File: config.mk
export PLATFORM = sky130hd
export DESIGN_NAME = pad_port_top
export DESIGN_NICKNAME = d
export VERILOG_FILES = /design/src/hdl/pad_pkg.sv /design/src/hdl/mouse_tracker.sv /design/src/hdl/port_scan.sv /design/src/hdl/nibble_drive.sv /design/src/hdl/pad_port_top.sv
export SDC_FILE = /design/constraint.sdc
export NUM_CORES = 1
export LEC_CHECK = 0
export ABC_AREA = 1
export BUFFER_PORTS_ARGS = -buffer_cell sky130_fd_sc_hd__buf_2
export CELL_PAD_IN_SITES_DETAIL_PLACEMENT = 1
export CELL_PAD_IN_SITES_GLOBAL_PLACEMENT = 1
export CORE_ASPECT_RATIO = 0.9
export CORE_MARGIN = 3
export CORE_UTILIZATION = 39
export CTS_CLUSTER_SIZE = 16
export DETAILED_ROUTE_END_ITERATION = 12
export GPL_ROUTABILITY_DRIVEN = 0
export PLACE_DENSITY_LB_ADDON = 0.1
export REMOVE_ABC_BUFFERS = 1
export SLEW_MARGIN = 5
export SYNTH_ARGS = -nofsm -noshare
export SYNTH_HDL_FRONTEND = slang
export SYNTH_SLANG_ARGS = --single-unit
File: constraint.sdc
create_clock -name clk_sys -period 2.2 [get_ports clk_sys]
set_input_delay 0.22 -clock clk_sys [delete_from_list [all_inputs] [get_ports clk_sys]]
set_output_delay 0.22 -clock clk_sys [all_outputs]
set_load 0.02 [all_outputs]
File: src/hdl/pad_pkg.sv
// ================================================
// Joypad port shared definitions
// Host pad words, mouse reports, console port
// control lines and the port mode bits
// ================================================

package pad_pkg;

	// ================================================
	// Defaults for the top level
	// ================================================
	localparam int DEFAULT_NUM_PADS           = 5;
	localparam int DEFAULT_MOUSE_TIMEOUT_BITS = 15;

	// ================================================
	// Host side inputs
	// ================================================

	// One host pad word, 1 = pressed
	typedef struct packed {
		logic btn_vi;   // Bit 11
		logic btn_v;
		logic btn_iv;
		logic btn_iii;  // Bit 8
		logic run;      // Bit 7
		logic select;
		logic btn_ii;
		logic btn_i;    // Bit 4
		logic up;       // Bit 3
		logic down;
		logic left;
		logic right;    // Bit 0
	} pad_buttons_t;

	// One word per multitap slot
	typedef pad_buttons_t pad_array_t [0:DEFAULT_NUM_PADS-1];

	// Host mouse report, a new report toggles stb
	typedef struct packed {
		logic       stb;
		logic       btn_left;
		logic       btn_right;
		logic [7:0] dx;  // Two's complement
		logic [7:0] dy;
	} mouse_report_t;

	// ================================================
	// Console side
	// ================================================
	typedef struct packed {
		logic clr;
		logic sel;
	} port_ctrl_t;

	typedef struct packed {
		logic multitap;    // Turbo Tap scan
		logic six_button;  // Bank toggle on CLR
		logic mouse;       // Mouse on port 0
	} port_mode_t;

	// Mouse nibble order within one read
	typedef enum logic [1:0] {
		PH_X_HIGH = 2'd0,
		PH_X_LOW  = 2'd1,
		PH_Y_HIGH = 2'd2,
		PH_Y_LOW  = 2'd3
	} mouse_phase_t;

	typedef logic [2:0] port_index_t;

endpackage

File: src/hdl/mouse_tracker.sv
// ================================================
// Mouse tracker
// Captures host mouse reports and steps through
// the four motion nibbles on each CLR rise
// ================================================
`timescale 1ns/10ps

module mouse_tracker #(
	parameter int MOUSE_TIMEOUT_BITS = 15
) (
	input  logic                   clk_sys,
	input  logic                   reset,
	input  pad_pkg::mouse_report_t mouse,
	input  pad_pkg::port_ctrl_t    ctrl,
	output logic [3:0]             motion_nibble,
	output logic [1:0]             mouse_btn
);
	import pad_pkg::*;

	logic                          stb_prev;
	logic                          clr_prev;
	logic                          new_report;
	logic                          clr_rise;
	logic                          idle_expired;
	logic [7:0]                    pend_x;
	logic [7:0]                    pend_y;
	logic [7:0]                    shown_x;
	logic [7:0]                    shown_y;
	mouse_phase_t                  phase;
	logic [MOUSE_TIMEOUT_BITS-1:0] idle_cnt;  // Cycles with CLR low

	assign new_report   = mouse.stb ^ stb_prev;
	assign clr_rise     = ctrl.clr & ~clr_prev;
	assign idle_expired = &idle_cnt;

	function automatic mouse_phase_t next_phase(input mouse_phase_t ph);
		case (ph)
			PH_X_HIGH: return PH_X_LOW;
			PH_X_LOW:  return PH_Y_HIGH;
			PH_Y_HIGH: return PH_Y_LOW;
			default:   return PH_X_HIGH;
		endcase
	endfunction

	always_ff @(posedge clk_sys) begin
		if (reset) begin
			stb_prev  <= 1'b0;
			clr_prev  <= 1'b0;
			pend_x    <= 8'd0;
			pend_y    <= 8'd0;
			shown_x   <= 8'd0;
			shown_y   <= 8'd0;
			mouse_btn <= 2'b00;
			phase     <= PH_Y_LOW;
			idle_cnt  <= '0;
		end else begin
			stb_prev <= mouse.stb;
			clr_prev <= ctrl.clr;

			// Saturating idle counter
			if (ctrl.clr)
				idle_cnt <= '0;
			else if (!idle_expired)
				idle_cnt <= idle_cnt + 1'b1;

			// Console gave up mid read, next CLR starts over
			if (idle_expired)
				phase <= PH_Y_LOW;

			if (clr_rise) begin
				phase <= next_phase(phase);
				if (phase == PH_Y_LOW) begin  // Start of a new read
					shown_x <= pend_x;
					shown_y <= pend_y;
					pend_x  <= 8'd0;
					pend_y  <= 8'd0;
				end
			end

			// Latest report wins, also over the clear above
			if (new_report) begin
				pend_x    <= 8'd0 - mouse.dx;  // Console X runs the other way
				pend_y    <= mouse.dy;
				mouse_btn <= {mouse.btn_left, mouse.btn_right};
			end
		end
	end

	always_comb begin
		case (phase)
			PH_X_HIGH: motion_nibble = shown_x[7:4];
			PH_X_LOW:  motion_nibble = shown_x[3:0];
			PH_Y_HIGH: motion_nibble = shown_y[7:4];
			default:   motion_nibble = shown_y[3:0];
		endcase
	end

endmodule

File: src/hdl/port_scan.sv
// ================================================
// Port scan
// Follows CLR and SEL from the console, keeps the
// multitap slot index and the six-button bank
// ================================================
`timescale 1ns/10ps

module port_scan (
	input  logic                 clk_sys,
	input  logic                 reset,
	input  pad_pkg::port_ctrl_t  ctrl,
	input  pad_pkg::port_mode_t  mode,
	output pad_pkg::port_index_t port_index,
	output logic                 high_bank
);

	logic clr_prev;
	logic sel_prev;
	logic clr_rise;
	logic sel_rise;

	// Edges against last cycle's levels
	assign clr_rise = ctrl.clr & ~clr_prev;
	assign sel_rise = ctrl.sel & ~sel_prev;

	// ================================================
	// Slot index and bank
	// ================================================
	always_ff @(posedge clk_sys) begin
		if (reset) begin
			clr_prev   <= 1'b0;
			sel_prev   <= 1'b0;
			port_index <= '0;
			high_bank  <= 1'b0;
		end else begin
			clr_prev <= ctrl.clr;
			sel_prev <= ctrl.sel;

			if (ctrl.clr) begin
				port_index <= '0;  // Scan restarts at slot 0

				// Six-button pads swap banks every read cycle
				if (clr_rise)
					high_bank <= ~high_bank & mode.six_button;
			end else if (sel_rise && mode.multitap) begin
				port_index <= port_index + 3'd1;  // Next tap slot
			end
		end
	end

	// Without the tap the index never leaves slot 0;
	// the console just sees the same pad on every SEL
	// rise. An index past the last pad reads idle
	// downstream, which is how software detects the
	// number of tap slots.

endmodule

File: src/hdl/nibble_drive.sv
// ================================================
// Nibble drive
// Builds the active-low port word for the current
// slot and latches the nibble the console reads
// ================================================
`timescale 1ns/10ps

module nibble_drive #(
	parameter int NUM_PADS = 5
) (
	input  logic                 clk_sys,
	input  logic                 reset,
	input  pad_pkg::pad_array_t  pads,
	input  logic                 mouse_en,
	input  logic                 clr,
	input  logic                 sel,
	input  pad_pkg::port_index_t port_index,
	input  logic                 high_bank,
	input  logic [3:0]           motion_nibble,
	input  logic [1:0]           mouse_btn,
	output logic [3:0]           nibble
);
	import pad_pkg::*;

	localparam logic [15:0] IDLE_WORD = 16'h0FFF;  // Empty tap slot

	pad_buttons_t pad0;
	logic [7:0]   mouse_byte;
	logic [15:0]  port_word;
	logic [3:0]   sel_nibble;

	// Four nibbles by (bank, sel), low to high
	function automatic logic [15:0] pad_word(input pad_buttons_t p);
		return ~{4'hF,
			p.btn_vi, p.btn_v, p.btn_iv, p.btn_iii,
			p.left, p.down, p.right, p.up,
			p.run, p.select, p.btn_ii, p.btn_i};
	endfunction

	assign pad0 = pads[0];

	// Run and Select still come from pad 0 in mouse mode
	assign mouse_byte = {motion_nibble, ~{pad0.run, pad0.select, mouse_btn}};

	always_comb begin
		if (int'(port_index) >= NUM_PADS)
			port_word = IDLE_WORD;
		else if (mouse_en && port_index == 3'd0)
			port_word = {mouse_byte, mouse_byte};  // Same in both banks
		else
			port_word = pad_word(pads[port_index]);
	end

	assign sel_nibble = port_word[{high_bank, sel, 2'b00} +: 4];

	// ================================================
	// Output latch
	// ================================================
	always_ff @(posedge clk_sys) begin
		if (reset)
			nibble <= 4'h0;
		else if (clr)
			nibble <= 4'h0;  // Port reads 0 during CLR
		else
			nibble <= sel_nibble;
	end

endmodule

File: src/hdl/pad_port_top.sv
// ================================================
// Joypad port top level
// Console pad port with Turbo Tap, six-button
// bank and mouse, fed by host pad and mouse input
// ================================================
`timescale 1ns/10ps

module pad_port_top #(
	parameter int NUM_PADS           = pad_pkg::DEFAULT_NUM_PADS,
	parameter int MOUSE_TIMEOUT_BITS = pad_pkg::DEFAULT_MOUSE_TIMEOUT_BITS
) (
	input  logic                   clk_sys,
	input  logic                   reset,
	input  pad_pkg::pad_array_t    pads,
	input  pad_pkg::mouse_report_t mouse,
	input  pad_pkg::port_ctrl_t    ctrl,
	input  pad_pkg::port_mode_t    mode,
	output logic [3:0]             nibble
);
	import pad_pkg::*;

	logic [3:0]  motion_nibble;
	logic [1:0]  mouse_btn;
	port_index_t port_index;
	logic        high_bank;

	// Mouse report capture and phase sequencing
	mouse_tracker #(
		.MOUSE_TIMEOUT_BITS(MOUSE_TIMEOUT_BITS)
	) u_mouse_tracker (
		.clk_sys       (clk_sys),
		.reset         (reset),
		.mouse         (mouse),
		.ctrl          (ctrl),
		.motion_nibble (motion_nibble),
		.mouse_btn     (mouse_btn)
	);

	// Tap slot and bank from CLR/SEL
	port_scan u_port_scan (
		.clk_sys    (clk_sys),
		.reset      (reset),
		.ctrl       (ctrl),
		.mode       (mode),
		.port_index (port_index),
		.high_bank  (high_bank)
	);

	nibble_drive #(
		.NUM_PADS(NUM_PADS)
	) u_nibble_drive (
		.clk_sys       (clk_sys),
		.reset         (reset),
		.pads          (pads),
		.mouse_en      (mode.mouse),
		.clr           (ctrl.clr),
		.sel           (ctrl.sel),
		.port_index    (port_index),
		.high_bank     (high_bank),
		.motion_nibble (motion_nibble),
		.mouse_btn     (mouse_btn),
		.nibble        (nibble)
	);

endmodule

==> impl_metrics.yaml <==
status:
  outcome: "complete, no violations"
critical_path:
  path_max_fanout: 17
  start_kind: "flip-flop"
  cpMostUsedCell: "inv_2"
  crit_slowest_cell: "dfxtp_1"
  worstSetupPathDepth: 8
  ff2ff_path_depth: 8
  critPathRequiredTime_ns: 2.40
  max_stage_delay_ns: 0.41
  endpoint_kind: "flip-flop"
  crit_buf_inv: 3
  worstSetupPathType: "flip-flop to flip-flop"
  cp_data_arrival_time_ns: 1.99
  cp_top_family: "simple AND/OR/NAND/NOR gates"
  crit_chain: "ha_1 > inv_2 > nor2_4 > inv_2 > nand2_1 > inv_2 > nand2_1 > a21oi_1"
clock_network:
  postCtsSetupBuffers: 0
  htree_levels: 3
  cts_resized: 0
  clkLatencyLatePin_ns: 0.35
  cts-root-to-sink-buffers: 2
  root_buffer: "clkbuf_8"
  numClockSinks: 62
  clk_pin_slew_ns: 0.08
  cts_buffers: 9
  hold_buffers: 0
  cts_tree: "done"
drt:
  drc: 0
  dr.max_layer_used: "met4"
  dr_wl_met2_mm: 4.779
  wl_met3_um: 514
  vias: 3814
  drt-pass1-iter-count: 4
  drtIter0Drc: 115
  drt-total-wl_mm: 10.43
  ant_nets: 0
  drt-met1-wl_mm: 5.065
  wl_per_cell_um: 13.15
  via_per_inst: 4.810
global_routing:
  globalRouteTotalUtil_pct: 20.19
  grt_max_degree: 28
  grt_pass1_vias: 3844
  grt_pass1_wl_mm: 17.67
  grt-ovfl-total: 0
  antenna_found_initial: 0
floorplan:
  die_w_um: 108.0
  initial_core_util_pct: 41.23
  coreArea_um2: 8848
  dieArea_um2: 10550
  fp-row-count: 32
  die_h_um: 97.76
  pin_count: 90
timing:
  finalHoldViolations: 0
  fin_crit_ns: 1.788
  rsz0062_at_grt: "false"
  tightest_slew_ns: 0.5318
  max-slew-margin-rel_pct: 64.51
  finClkSkew_ns: 0.01732
  clock.fmax_mhz: 559.4
  setup_viol: 0
  finalMaxSlewViolations: 0
  fin_setup_tns_ns: 0
  period_share_pct: 81.26
synthesis:
  synth_area_um2: 3648
  synth_top_area_share_pct: 34.02
  synthDistinctLibCells: 32
  yosysWarnings: 0
  yosysTopAreaCell: "dfxtp_1"
  syn_inst: 586
  synth_area_leaders: "dfxtp_1 (34%), nand2_1 (18%), nor2_1 (9.2%), inv_1 (7.8%), a21oi_1 (4.8%)"
  ys_seq_area_share_pct: 34.02
  ys_seq_elements: 62
  synthesis.area_per_instance_um2: 6.226
hold_path:
  min-delay-path-class: "input port to flip-flop"
  min_delay_path_depth: 3
placement:
  portBuffers: 89
  dpl.hpwl_mm: 8.063
  dp_cells: 777
cells_and_area:
  areaGrowthSynthToFinish_pct: 17.70
  final_common_cell: "nand2_1"
  instances_no_fill: 793
  final_nets: 764
  drive_gt1_share_pct: 18.84
  mostFrequentLayoutCells: "nand2_1 (173), nor2_1 (89), buf_2 (89)"
  antenna_cells: 0
power:
  power_density_nw_per_um2: 597.5
  vdd.ir_drop.worst_v: 0.0004253
  leakage_uw: 0.002232
  total_power_uw: 2566
job:
  cap_violations: 0
synth_stat cells, drive strengths merged:
library cell	count
nand2	177
nor2	93
inv	83
dfxtp	62
a21oi	37
o21ai	37
nand3	31
buf	14
a31oi	10
ha	9
nor3	7
or2	6
clkbuf	5
nand4	4
nand3b	3
xnor2	3
xor2	2
a211oi	1
nor4	1
o22ai	1
final cells by class:
class                      instances  area (µm²)
multi-input combinational        422        1956
tap                              119       148.9
clock buffer                       9       123.9
sequential                        62        1241
timing repair buffer              91       460.4
fill                            1251        4554
inverter                          83       316.6
clock inverter                     7       47.55
worst min-delay path, cell delays in order:
cell    delay [ns]
buf_2         0.11
inv_1         0.05
nor2_1        0.03
metal layers:
metal  global-route usage (%)  vias to the layer above
met5                        0                        -
met4                    6.117                        0
met3                    3.305                        5
met2                    33.22                       72
met1                    27.12                     1750
li1                         -                     1987
registers in the layout (all words and copies together) (netlist names):
name	count
u_mouse_tracker.shown_x	8
u_port_scan.high_bank	1
u_nibble_drive.nibble	4
u_mouse_tracker.clr_prev	1
u_mouse_tracker.phase	2
u_mouse_tracker.pend_y	8
u_port_scan.port_index	3
u_mouse_tracker.pend_x	8
u_mouse_tracker.stb_prev	1
u_mouse_tracker.mouse_btn	2
u_port_scan.sel_prev	1
u_mouse_tracker.shown_y	8
u_mouse_tracker.idle_cnt	15
final timing paths:
check / start / end / slack (ns)
setup / recovery: u_mouse_tracker.phase[0] / u_mouse_tracker.pend_y[3] / 0.41
hold / removal: mouse[18] / u_mouse_tracker.stb_prev / 0.11
setup reg to reg: u_mouse_tracker.phase[0] / u_mouse_tracker.pend_y[3] / 0.41
hold reg to reg: u_mouse_tracker.pend_y[5] / u_mouse_tracker.pend_y[5] / 0.47
cell families after synthesis:
logic type	share of synthesized area, %
xor+xnor	1.200
compound gates	12.45
fa+ha+maj	3.086
flops	34.02
buf+inv	12.38
simple gates	36.87
metrics by stage:
step / cell area, µm² / setup WS, ns / hold slack [ns] / util, %
global placement: 4123 / 0.4828 / 0.4449 / 46.59
finish: 4294 / 0.4122 / 0.1090 / 48.53
detailed placement: 4123 / 0.4366 / 0.4569 / 46.59
global route: 4294 / 0.1958 / 0.1184 / 48.53
CTS: 4294 / 0.3908 / 0.09787 / 48.53
floorplan: 3513 / 0.3333 / 0.2891 / -
power breakdown:
group / leakage [µW] / internal [µW] / total, µW / switching [µW]
Combinational: 0.00164 / 176 / 450 / 274
Clock: 0.0000858 / 409 / 886 / 476
Sequential: 0.000508 / 1190 / 1230 / 41.5
No activity file was read; power rests on OpenSTA's default activity.
